[src/logic/burstGen_config.svh]
`ifndef burstGenConfigSvh
`define burstGenConfigSvh

// address walk width in bits
`define burstAddrWidth 16

// width of the beat count minus one
`define burstLenWidth 8

// credits held after reset and the ceiling for returns
`define burstCredits 4
`define burstCreditWidth 3 // wide enough for burstCredits

// prefix tree for every decrementer: 0 serial, 1 brent-kung, 2 sklansky
`define burstSpeed 2

`endif

[src/logic/burstPkg.sv]
`include "burstGen_config.svh"

package burstPkg;

	// beat address on the output port
	typedef logic [`burstAddrWidth-1:0] addrT;

	// beats minus one so a zero-length burst cannot be asked for
	typedef logic [`burstLenWidth-1:0] lenT;

	typedef logic [`burstCreditWidth-1:0] creditT; // free downstream slots

	// sequencer states
	typedef enum logic [1:0] {
		stIdle,  // cmdReady up and waiting for a command
		stRun,   // beats issued while credits last
		stDrain  // final beat on the wire and no new command yet
	} burstStateT;

endpackage

[src/logic/PrefixAnd.sv]
`timescale 1ns/1ps

module PrefixAnd #(
	parameter int width = 8, // number of propagate bits
	parameter int speed = 2  // 0 serial, 1 brent-kung, 2 sklansky
) (
	input  logic [width-1:0] PI, // propagate in
	output logic [width-1:0] PO  // PO[i] = &PI[i:0]
);

	localparam int depth = $clog2(width); // levels of a log tree

	if (speed == 0 || width == 1) begin : gSerial
		// ripple chain with width-1 gates in a row
		logic [width-1:0] chain;

		assign chain[0] = PI[0];
		for (genvar i = 1; i < width; i++) begin : gBit
			assign chain[i] = chain[i-1] & PI[i];
		end
		assign PO = chain;
	end else if (speed == 1) begin : gBrentKung
		// up-sweep builds group terms at 2^l-1, down-sweep fills the gaps
		logic [width-1:0] pt [0:2*depth-1];

		assign pt[0] = PI;

		for (genvar l = 1; l <= depth; l++) begin : gUp
			for (genvar i = 0; i < width; i++) begin : gBit
				if ((i + 1) % (2**l) == 0) begin : gNode
					// join with the block just below
					assign pt[l][i] = pt[l-1][i] & pt[l-1][i - 2**(l-1)];
				end else begin : gPass
					assign pt[l][i] = pt[l-1][i];
				end
			end
		end

		for (genvar l = depth + 1; l < 2*depth; l++) begin : gDown
			localparam int span = 2**(2*depth - l); // block size on this level

			for (genvar i = 0; i < width; i++) begin : gBit
				if (i >= span && (i + 1) % span == span / 2) begin : gNode
					// mid-block bit takes the finished prefix below its block
					assign pt[l][i] = pt[l-1][i] & pt[l-1][i - span/2];
				end else begin : gPass
					assign pt[l][i] = pt[l-1][i];
				end
			end
		end

		assign PO = pt[2*depth-1];
	end else begin : gSklansky
		// divide and conquer, one level per doubling of the block
		logic [width-1:0] pt [0:depth];

		assign pt[0] = PI;

		for (genvar l = 1; l <= depth; l++) begin : gLevel
			for (genvar i = 0; i < width; i++) begin : gBit
				if ((i / 2**(l-1)) % 2 == 1) begin : gNode
					// upper half of the block picks up the top of the lower half
					assign pt[l][i] = pt[l-1][i]
						& pt[l-1][(i / 2**l) * 2**l + 2**(l-1) - 1];
				end else begin : gPass
					assign pt[l][i] = pt[l-1][i];
				end
			end
		end

		assign PO = pt[depth];
	end

endmodule

[src/logic/DecC.sv]
`timescale 1ns/1ps

// {CO, Z} = A - CI built on a prefix AND
module DecC #(
	parameter int width = 8, // operand width
	parameter int speed = 2  // prefix structure, see PrefixAnd
) (
	input  logic [width-1:0] A,  // operand
	input  logic             CI, // borrow in
	output logic [width-1:0] Z,  // difference
	output logic             CO  // borrow out
);

	logic [width:0] prop;      // inverted operand over ci
	logic [width:0] lookahead; // bit i flips when everything below is zero

	// a bit toggles once ci is set and all lower bits of A are zero
	assign prop = {~A, CI};

	PrefixAnd #(
		.width(width + 1),
		.speed(speed)
	) uPrefix (
		.PI(prop),
		.PO(lookahead)
	);

	assign Z  = A ^ lookahead[width-1:0];
	assign CO = lookahead[width]; // A all zero with ci high

endmodule

[src/logic/BeatTimer.sv]
`timescale 1ns/1ps
`include "burstGen_config.svh"

module BeatTimer (
	input  logic          clk,
	input  logic          rstN,
	input  logic          load,     // capture a new command
	input  logic          step,     // a beat leaves on this edge
	input  burstPkg::lenT lenM1,    // beats of the command minus one
	output logic          lastBeat  // the beat stepping now is the final one
);

	import burstPkg::*;

	lenT remain;    // beats left behind the next one
	lenT current;   // count that belongs to this cycle's beat
	lenT remainDec;

	// first beat may issue on the accept edge, so look through to lenM1
	assign current = load ? lenM1 : remain;

	// zero count shows up as the borrow, no separate compare
	DecC #(
		.width(`burstLenWidth),
		.speed(`burstSpeed)
	) uDec (
		.A(current),
		.CI(1'b1),
		.Z(remainDec),
		.CO(lastBeat)
	);

	always_ff @(posedge clk or negedge rstN) begin
		if (!rstN) begin
			remain <= '0;
		end else if (step) begin
			remain <= remainDec; // covers load and step together
		end else if (load) begin
			remain <= lenM1;     // accepted while out of credits
		end
	end

	// the FSM drains for a cycle after the final beat
	assert property (@(posedge clk) disable iff (!rstN)
		step && lastBeat |=> !step)
		else $error("BeatTimer: beat issued right after the last beat");

endmodule

[src/logic/CreditCounter.sv]
`timescale 1ns/1ps
`include "burstGen_config.svh"

module CreditCounter (
	input  logic clk,
	input  logic rstN,
	input  logic step,          // one credit spent on this edge
	input  logic creditReturn,  // one slot freed downstream
	output logic creditAvail    // at least one beat may go
);

	import burstPkg::*;

	creditT count;     // credits on hand
	creditT decIn;
	creditT decOut;
	creditT countNext;

	// increment runs through the same decrementer on the complement
	// since ~(~x - 1) is x + 1
	assign decIn = creditReturn ? ~count : count;

	// ci set for spend only or return only, clear when both cancel
	DecC #(
		.width(`burstCreditWidth),
		.speed(`burstSpeed)
	) uDec (
		.A(decIn),
		.CI(step ^ creditReturn),
		.Z(decOut),
		.CO()
	);

	assign countNext   = creditReturn ? ~decOut : decOut;
	assign creditAvail = |count;

	always_ff @(posedge clk or negedge rstN) begin
		if (!rstN) begin
			count <= creditT'(`burstCredits); // full pool
		end else begin
			count <= countNext;
		end
	end

	// downstream never hands back more than it was given
	assert property (@(posedge clk) disable iff (!rstN)
		count <= creditT'(`burstCredits))
		else $error("CreditCounter: credit count above the limit");

	// the FSM must only issue against a credit
	assert property (@(posedge clk) disable iff (!rstN)
		step |-> creditAvail)
		else $error("CreditCounter: beat issued without a credit");

endmodule

[src/logic/AddrWalker.sv]
`timescale 1ns/1ps
`include "burstGen_config.svh"

module AddrWalker (
	input  logic           clk,
	input  logic           rstN,
	input  logic           load,  // capture the command base
	input  logic           step,  // a beat leaves on this edge
	input  burstPkg::addrT base,  // first beat address
	output burstPkg::addrT addr   // address of the beat on the wire
);

	import burstPkg::*;

	addrT nextAddr; // address the following beat will carry
	addrT srcAddr;  // address of the beat issued this cycle
	addrT decAddr;

	// base goes straight through when the first beat fires on accept
	assign srcAddr = load ? base : nextAddr;

	// walks down and wraps past zero, borrow not needed
	DecC #(
		.width(`burstAddrWidth),
		.speed(`burstSpeed)
	) uDec (
		.A(srcAddr),
		.CI(1'b1),
		.Z(decAddr),
		.CO()
	);

	always_ff @(posedge clk or negedge rstN) begin
		if (!rstN) begin
			addr     <= '0;
			nextAddr <= '0;
		end else if (step) begin
			addr     <= srcAddr;  // held for the beat cycle
			nextAddr <= decAddr;
		end else if (load) begin
			nextAddr <= base;     // accepted with no credit
		end
	end

endmodule

[src/logic/BurstFsm.sv]
`timescale 1ns/1ps

module BurstFsm (
	input  logic clk,
	input  logic rstN,
	input  logic cmdValid,
	output logic cmdReady,
	input  logic creditAvail, // a credit is on hand
	input  logic lastBeat,    // beat stepping now ends the burst
	output logic load,        // timer and walker take the command
	output logic step,        // a beat is issued on this edge
	output logic outValid,
	output logic outLast
);

	import burstPkg::*;

	burstStateT state;
	burstStateT stateNext;
	logic       accept;      // command handshake this cycle
	logic       finalStep;   // last beat of the burst goes now

	assign cmdReady = (state == stIdle);
	assign accept   = cmdReady & cmdValid;
	assign load     = accept;

	// first beat can go on the accept edge itself
	assign step      = creditAvail & (accept | (state == stRun));
	assign finalStep = step & lastBeat;

	always_comb begin
		stateNext = state;
		unique case (state)
			stIdle: begin
				if (accept) begin
					stateNext = finalStep ? stDrain : stRun; // single beat skips run
				end
			end
			stRun: begin
				if (finalStep) begin
					stateNext = stDrain;
				end
			end
			stDrain: stateNext = stIdle; // last beat visible for this cycle
			default: stateNext = stIdle;
		endcase
	end

	always_ff @(posedge clk or negedge rstN) begin
		if (!rstN) begin
			state    <= stIdle;
			outValid <= 1'b0;
			outLast  <= 1'b0;
		end else begin
			state    <= stateNext;
			outValid <= step;      // beat shows in the cycle after its step
			outLast  <= finalStep;
		end
	end

	// final beat comes with valid, then a quiet cycle before the next command
	assert property (@(posedge clk) disable iff (!rstN)
		outLast |-> outValid ##1 (!outValid && cmdReady))
		else $error("BurstFsm: outLast without valid or no drain after it");

endmodule

[src/logic/burstGen.sv]
`timescale 1ns/1ps

module burstGen (
	input  logic           clk,
	input  logic           rstN,
	input  logic           cmdValid,
	input  burstPkg::addrT cmdBase,
	input  burstPkg::lenT  cmdLenM1,
	output logic           cmdReady,
	output logic           outValid,
	output burstPkg::addrT outAddr,
	output logic           outLast,
	input  logic           creditReturn
);

	logic load;        // command capture
	logic step;        // beat issue
	logic lastBeat;    // remaining count hit zero
	logic creditAvail;

	BurstFsm uFsm (
		.clk(clk),
		.rstN(rstN),
		.cmdValid(cmdValid),
		.cmdReady(cmdReady),
		.creditAvail(creditAvail),
		.lastBeat(lastBeat),
		.load(load),
		.step(step),
		.outValid(outValid),
		.outLast(outLast)
	);

	BeatTimer uTimer (
		.clk(clk),
		.rstN(rstN),
		.load(load),
		.step(step),
		.lenM1(cmdLenM1),
		.lastBeat(lastBeat)
	);

	// registered beat address lines up with outValid
	AddrWalker uWalker (
		.clk(clk),
		.rstN(rstN),
		.load(load),
		.step(step),
		.base(cmdBase),
		.addr(outAddr)
	);

	CreditCounter uCredits (
		.clk(clk),
		.rstN(rstN),
		.step(step),
		.creditReturn(creditReturn),
		.creditAvail(creditAvail)
	);

endmodule

[config.mk]
export PLATFORM = sky130hd
export DESIGN_NAME = burstGen
export DESIGN_NICKNAME = d
export VERILOG_FILES = /design/src/logic/burstPkg.sv /design/src/logic/PrefixAnd.sv /design/src/logic/DecC.sv /design/src/logic/BeatTimer.sv /design/src/logic/CreditCounter.sv /design/src/logic/AddrWalker.sv /design/src/logic/BurstFsm.sv /design/src/logic/burstGen.sv
export VERILOG_INCLUDE_DIRS = /design/src /design/src/logic
export SDC_FILE = /design/constraint.sdc
export NUM_CORES = 1
export LEC_CHECK = 0
export BUFFER_PORTS_ARGS = -buffer_cell sky130_fd_sc_hd__clkbuf_2
export CORE_ASPECT_RATIO = 0.75
export CORE_MARGIN = 1
export CORE_UTILIZATION = 50
export DETAILED_ROUTE_END_ITERATION = 8
export PLACE_DENSITY = 0.8
export REMOVE_ABC_BUFFERS = 1
export SLEW_MARGIN = 20
export SYNTH_ARGS = -nofsm -noshare
export SYNTH_HDL_FRONTEND = slang
export SYNTH_SLANG_ARGS = --single-unit
[constraint.sdc]
create_clock -name clk -period 2.15 [get_ports clk]
set_clock_uncertainty 0.05 [all_clocks]
set_input_delay 0.43 -clock clk [delete_from_list [all_inputs] [get_ports clk]]
set_output_delay 0.43 -clock clk [all_outputs]
set_load 0.03 [all_outputs]
==> Word level (Yosys, flattened, before mapping) <==
Index checks and enable logic that the tools add are counted.
W data, S select, Z words.
{ "totals": {"wordCells": 81, "input_bits": 28, "rom_bits": 0, "reg_bits": 47, "latchBits": 0, "mem_bits_rw": 0, "mem_count": 0, "out_inout_bits": 19} }
{ "op_classes": {"n_addsub": 0, "reduce_logical": 3, "n_eq_ne": 3, "muxes": 10, "magnitude_cmp": 0, "div": 0, "multipliers": 0, "bitwise": 58, "shifts": 0} }
{ "op_table": {"columns": ["cell", "n"], "rows": [
  ["$and A1 B1 Y1", 48],
  ["$mux W16", 2],
  ["$mux W8", 2],
  ["$xor A16 B16 Y16", 1],
  ["$not A15 Y15", 1],
  ["$not A8 Y8", 1],
  ["$xor A8 B8 Y8", 1],
  ["$mux W2", 3],
  ["$mux W3", 2],
  ["$not A3 Y3", 2],
  ["$pmux W2 S2", 1],
  ["$reduce_or A3 Y1", 1],
  ["$xor A3 B3 Y3", 1],
  ["$eq A2 B1 Y1 const B", 1],
  ["$logic_not A2 Y1", 1],
  ["$ne A2 B1 Y1 const B", 1],
  ["$ne A2 B2 Y1 const B", 1],
  ["$not A2 Y2", 1],
  ["$reduce_and A2 Y1", 1],
  ["$or A1 B1 Y1", 1],
  ["$xor A1 B1 Y1", 1]
]} }

==> Longest topological paths before layout <==
{ "logic_depth": {"depth_word": 12, "ltp_mapped": 9, "depth_no_buf": 7} }

==> By module <==
A second synthesis with hierarchy kept.
{ "hier_totals": {"hier_cells": 238, "hier_area_um2": 2844.0} }
{ "by_module_without_submodules": {"columns": ["mod", "seq_area_each_um2", "area_each_um2", "cells_each", "n_inst"], "rows": [
  ["AddrWalker", 800.8, 1472.7, 87, 1],
  ["BeatTimer", 200.2, 429.2, 27, 1],
  ["DecC at uWalker.uDec", 0.0, 200.2, 32, 1],
  ["PrefixAnd at uWalker.uDec.uPrefix", 0.0, 183.9, 28, 1],
  ["BurstFsm", 100.1, 158.9, 13, 1],
  ["CreditCounter", 76.3, 151.4, 12, 1],
  ["DecC at uTimer.uDec", 0.0, 100.1, 16, 1],
  ["PrefixAnd at uTimer.uDec.uPrefix", 0.0, 78.8, 13, 1],
  ["DecC at uCredits.uDec", 0.0, 37.5, 6, 1],
  ["PrefixAnd at uCredits.uDec.uPrefix", 0.0, 31.3, 4, 1]
]} }

==> Least setup slack after synthesis <==
No wires, ideal clock.
{ "synth_path": {"path_kind": "register to register", "startpoint": "reg uCredits.count[2]", "endpoint": "reg uCredits.count[1]", "setup_ns": 0.131, "path_buffers": 1, "t_required_ns": 1.969, "t_arrival_ns": 1.871, "path_stages_with_launch": 8, "synth_period_minus_slack_ns": 2.052, "setup_slack_ns": 0.098, "cell_sequence": "dfstp_2 or3_1 nand2_1 clkbuf_1 xnor2_1 ha_1 ha_1 xnor2_1"} }
{ "synth_between": {"elab_chain_len": 7} }
{ "synth_lines": {"columns": ["element", "line", "source"], "rows": [
  ["start: declaration", "CreditCounter.sv:14", "creditT count;"],
  ["start signal: assignment", "CreditCounter.sv:39", "count <= creditT'(`burstCredits);"],
  ["start signal: assignment", "CreditCounter.sv:41", "count <= countNext;"],
  ["$reduce_or A3 Y1 (*)", "CreditCounter.sv:35", "assign creditAvail = |count;"],
  ["$and A1 B1 Y1 (*)", "BurstFsm.sv:28", "assign step = creditAvail & (accept | (state == stRun));"],
  ["$xor A1 B1 Y1 (*)", "CreditCounter.sv:29", ".CI(step ^ creditReturn),"],
  ["$and A1 B1 Y1 (*)", "PrefixAnd.sv:64", "& pt[l-1][(i / 2**l) * 2**l + 2**(l-1) - 1];"],
  ["$xor A3 B3 Y3 (*)", "DecC.sv:28", "assign Z = A ^ lookahead[width-1:0];"],
  ["$not A3 Y3", "CreditCounter.sv:34", "assign countNext = creditReturn ? ~decOut : decOut;"],
  ["$mux W3 (*)", "CreditCounter.sv:34", null],
  ["named net uCredits.countNext[1]", "CreditCounter.sv:17", "creditT countNext;"]
]} }
The timed path passes the listed nets; every way through them passes the cells marked *.
A chain may end at the register's enable or synchronous reset.

==> Final worst setup path <==
{ "layout_path": {"startpoint": "reg uFsm.state[0]", "endpoint": "reg uWalker.nextAddr[11]"} }
{ "layout_between": {"elab_chain_len": 10, "word_cells_on_any_way": 19, "cone_classes": "1 x eq/ne; 2 x mux; 15 x bitwise; 1 x reduce/logical"} }
{ "layout_lines": {"columns": ["element", "line", "source"], "rows": [
  ["start: declaration", "BurstFsm.sv:18", "burstStateT state;"],
  ["start signal: assignment", "BurstFsm.sv:51", "state <= stIdle;"],
  ["start signal: assignment", "BurstFsm.sv:55", "state <= stateNext;"],
  ["$logic_not A2 Y1", "BurstFsm.sv:23", "assign cmdReady = (state == stIdle);"],
  ["$and A1 B1 Y1", "BurstFsm.sv:24", "assign accept = cmdReady & cmdValid;"],
  ["$mux W16", null, null],
  ["$not A15 Y15", "DecC.sv:18", "assign prop = {~A, CI};"],
  ["$and A1 B1 Y1 (4 in series)", "PrefixAnd.sv:64", null],
  ["$xor A16 B16 Y16", "DecC.sv:28", null],
  ["$mux W16 (*)", "AddrWalker.sv:37", "end else if (step) begin"],
  ["end signal: assignment", "AddrWalker.sv:39", "nextAddr <= decAddr;"],
  ["end signal: assignment", "AddrWalker.sv:41", "nextAddr <= base;"],
  ["end: declaration", "AddrWalker.sv:15", "addrT nextAddr;"]
]} }
Mark *: on every way between the ends. The rest lies on a longest branch, timed or not.

==> out/summary.txt <==
========================================================================================================
Final cell count without fillers                                                                     354
Maximum single-stage delay on the critical path                                                   550 ps
Crit path max fanout                                                                                   4
Mean instance size in the synthesized netlist                                                  10.2 um^2
Routed wire length per instance                                                                  14.1 um
Die Ht                                                                                           62.7 um
Effective utilization at floorplan                                                                 0.535
Clock root cell                                                                             sky130_fd_sc_hd__clkbuf_8
Routed Antenna Nets                                                                                    0
RSZ-0062 raised after global routing                                                                  no
Post-CTS clock slew at the launch and capture registers of the worst setup and hold paths          80 ps
Total length of routed wires                                                                     5000 um
Minimum setup slack among reg-to-reg paths                                                        140 ps
Last element of the critical path                                                           uWalker.nextAddr[11]$_DFF_PN0_
Startpoint-to-endpoint class of the critical path                                             reg -> reg
GR Overflow Total                                                                                      0
Clock tree from TritonCTS                                                                           done
Worst EP arrival                                                                                 2150 ps
Number of failing hold endpoints at the final stage                                                    0
Unique masters post-synth                                                                             32
Yosys warns                                                                                            0
Weighted congestion reported at the end of routability-driven placement                            0.856
Proportion of layout cells with a drive suffix above 1                                             0.249
Data required time at the worst endpoint                                                         2290 ps
Critical path startpoint                                                                    uFsm.state[0]$_DFFE_PN0P_
Sequential cell area fraction in the yosys report                                                  0.479
Stages on the worst setup path                                                                         5
Highest-count cells in the layout ignoring fill and taps                                    46 x sky130_fd_sc_hd__clkbuf_2, 46 x sky130_fd_sc_hd__dfrtp_1, 32 x sky130_fd_sc_hd__nand2_1
Worst slew pin tran                                                                               574 ps
Synthesis-stage register bit count                                                                    47
Sequential cell area                                                                           1180 um^2
Worst reg2reg path endpoint                                                                 uWalker.nextAddr[11]$_DFF_PN0_
Worst setup SP type                                                                            flip-flop
Number of violations reported at the end of detailed-routing iteration 0                              93
Share of the cycle needed by the critical path after routing                                       0.936
Global-route wire length before repair                                                           9160 um
Synthesized netlist cell count                                                                       240
Crit end category                                                                              flip-flop
Path class of the lowest-slack min-delay path                                                in -> async
Top cell family by delay on the critical path                                               compound AO/OA/AOI/OAI gates
Floorplan die width                                                                              83.0 um
DIE AREA                                                                                       5200 um^2
Clock buffer depth                                                                                     2
Core outline area                                                                              4600 um^2
Highest ir drop seen on vdd                                                                   0.000707 V
Final Max Tran Viols                                                                                   0
Max cap viols                                                                                          0
DR vias/cell                                                                                        5.36
HPWL reported at the end of detailed placement                                                   3800 um
Top-level port count                                                                                  47
Vias in the first global route                                                                     2,024
Antenna violations before repair                                                                       0
Total track usage                                                                                  0.224
Crit-path slowest cell                                                                      sky130_fd_sc_hd__a2111oi_0
Setup slack at placement                                                                        -37.0 ps
Largest net degree at the start of global routing                                                     48
Worst slew margin relative to its limit                                                            0.608
Maximum level of the CTS H-tree                                                                        2
Placed Instances                                                                                     346
Highest achievable clock rate                                                                    497 MHz
Endpoints failing setup                                                                                0
Fill cell instance count of the final layout                                                         400
Worst reg2reg startpoint                                                                    uFsm.state[0]$_DFFE_PN0P_
Area delta synth->final                                                                            19.5%
Clock network latency to the later pin of the worst-skew pair                                     300 ps
Shortest period the worst path allows                                                            2010 ps
Library cell appearing most often on the critical path                                      sky130_fd_sc_hd__mux2i_1
I/O Buffers                                                                                           46
Post-synthesis instance area                                                                   2460 um^2
Run status                                                                                     completed
Clock buffers created by TritonCTS                                                                     5
Critical path, cell by cell                                                                 or3b_4 -> mux2i_1 -> a2111oi_0 -> xnor2_1 -> mux2i_1
Power per cell area                                                                         1430 nW/um^2
Buffers plus inverters on the worst setup path                                                         0
Cell depth of the worst flop-to-flop path                                                              5
Std cell rows                                                                                         21
Leakage component of the power                                                                   1.45 nW
Detailed-routing iteration count for the pre-antenna-repair pass                                       4
Post-layout nets                                                                                     332
Footprint of the multi-input gates                                                             1230 um^2
Residual DRC                                                                                           0
Sink Count                                                                                            47
Setup slack after layout                                                                          137 ps
Antenna diodes                                                                                         0
Number of vias after detailed routing                                                              1,898
========================================================================================================
[layer usage]
layer | global-route usage | wire length [um]
met1 | 0.284 | 2360
met2 | 0.363 | 2320
met3 | 0.0766 | 263
met4 | 0.0711 | 65
met5 | 0 | 0
[repair_timing]
item,in CTS,in global routing
buffers inserted,0,0
setup endpoints to repair,0,2
hold endpoints to repair,0,0
hold buffers,0,0
resized for setup,0,2
[metrics by stage]
stage | total power (W) | hold WS [ps] | instance area [um^2] | util | TNS, ps
3_3_place_gp | 0.00354 | 416 | 2830 | 0.615 | 0
4_1_cts | 0.00423 | 181 | 2930 | 0.637 | 0
5_1_grt | 0.00458 | 193 | 2940 | 0.639 | 0
6_report | 0.00419 | 158 | 2940 | 0.639 | 0
3_5_place_dp | 0.00365 | 423 | 2830 | 0.615 | -37.0
2_1_floorplan | 0.00300 | 84.4 | 2410 | - | -4120
[cell usage after synthesis]
cell                        instances  area share
sky130_fd_sc_hd__nor3_1            13       0.026
sky130_fd_sc_hd__nor4_1             4       0.010
sky130_fd_sc_hd__nor2b_1            1      0.0025
sky130_fd_sc_hd__ha_1               8       0.041
sky130_fd_sc_hd__nand4_1            4       0.010
sky130_fd_sc_hd__or3b_1             1      0.0036
sky130_fd_sc_hd__xor2_1             9       0.032
sky130_fd_sc_hd__a31oi_1            6       0.015
sky130_fd_sc_hd__nor2_1            23       0.035
sky130_fd_sc_hd__nand2_1           32       0.049
sky130_fd_sc_hd__clkbuf_1           6      0.0092
sky130_fd_sc_hd__mux2_2             1      0.0046
sky130_fd_sc_hd__o21ai_0           10       0.020
sky130_fd_sc_hd__buf_4              1      0.0031
sky130_fd_sc_hd__or3_1              3      0.0076
sky130_fd_sc_hd__o21ba_2            1      0.0041
sky130_fd_sc_hd__mux2i_1           31        0.13
sky130_fd_sc_hd__inv_2              1      0.0015
sky130_fd_sc_hd__buf_1              1      0.0015
sky130_fd_sc_hd__a22oi_1            1      0.0031
sky130_fd_sc_hd__and3_1             2      0.0051
sky130_fd_sc_hd__nor3b_2            1      0.0051
sky130_fd_sc_hd__a21oi_1            1      0.0020
sky130_fd_sc_hd__dfstp_2            1       0.011
sky130_fd_sc_hd__nand3_1            2      0.0041
sky130_fd_sc_hd__and2_1             1      0.0025
sky130_fd_sc_hd__buf_2              3      0.0061
sky130_fd_sc_hd__nand3b_1           1      0.0031
sky130_fd_sc_hd__dfrtp_1           46        0.47
sky130_fd_sc_hd__inv_1              1      0.0015
sky130_fd_sc_hd__a2111oi_0          2      0.0071
sky130_fd_sc_hd__xnor2_1           22       0.078
[cell type report]
cell class              instances  share of cell area
repair buffers                 60               0.118
flip-flops and latches         47               0.401
well taps                      57              0.0243
inverters                       2             0.00256
clock buffers                   8              0.0341
multi-input cells             180               0.420
[how the worst min path moves through the flow]
| stage | startpoint | end | slack [ps] | cells after the start |
|---|---|---|---|---|
| CTS | rstN | uFsm.outValid$_DFF_PN0_ | 180 | 2 |
| finish | rstN | uFsm.outValid$_DFF_PN0_ | 160 | 2 |
| floorplan | rstN | uCredits.count[0]$_DFF_PN0_ | 80 | 0 |
| global route | rstN | uWalker.addr[6]$_DFFE_PN0P_ | 190 | 2 |
| detailed placement | uWalker.addr[15]$_DFFE_PN0P_ | uWalker.addr[15]$_DFFE_PN0P_ | 420 | 2 |
| global placement | uWalker.addr[15]$_DFFE_PN0P_ | uWalker.addr[15]$_DFFE_PN0P_ | 420 | 2 |
[cell families (layout without fill, tap and decap cells)]
group                    Yosys count  count (layout)  share of synthesized area
AND/OR/NAND/NOR                   88              88                      0.164
flip-flops                        47              47                      0.479
adder cells (fa/ha/maj)            8               8                     0.0407
AO/OA/AOI/OAI                     21              21                     0.0519
multiplexers                      32              32                      0.131
buffers and inverters             13              70                     0.0229
XOR/XNOR                          31              31                      0.110
[worst register-to-register path, delay by kind of cell (launching register included)]
family,cells,cell delay (ps)
simple gates,1,450
flops,1,420
mux,2,250
xor+xnor,1,190
compound gates,1,550
[registers in the layout (all words and copies together) (netlist names)]
register,count
uCredits.count,3
uFsm.outLast,1
uFsm.outValid,1
uFsm.state,2
uTimer.remain,8
uWalker.addr,16
uWalker.nextAddr,16
[where the power goes]
| part | switching (W) | leakage [nW] | internal, W |
|---|---|---|---|
| registers | 0.000273 | 0.561 | 0.00134 |
| logic | 0.00117 | 0.839 | 0.000824 |
| clock network | 0.000286 | 0.0515 | 0.000294 |
(Power assumes the default switching activity.)
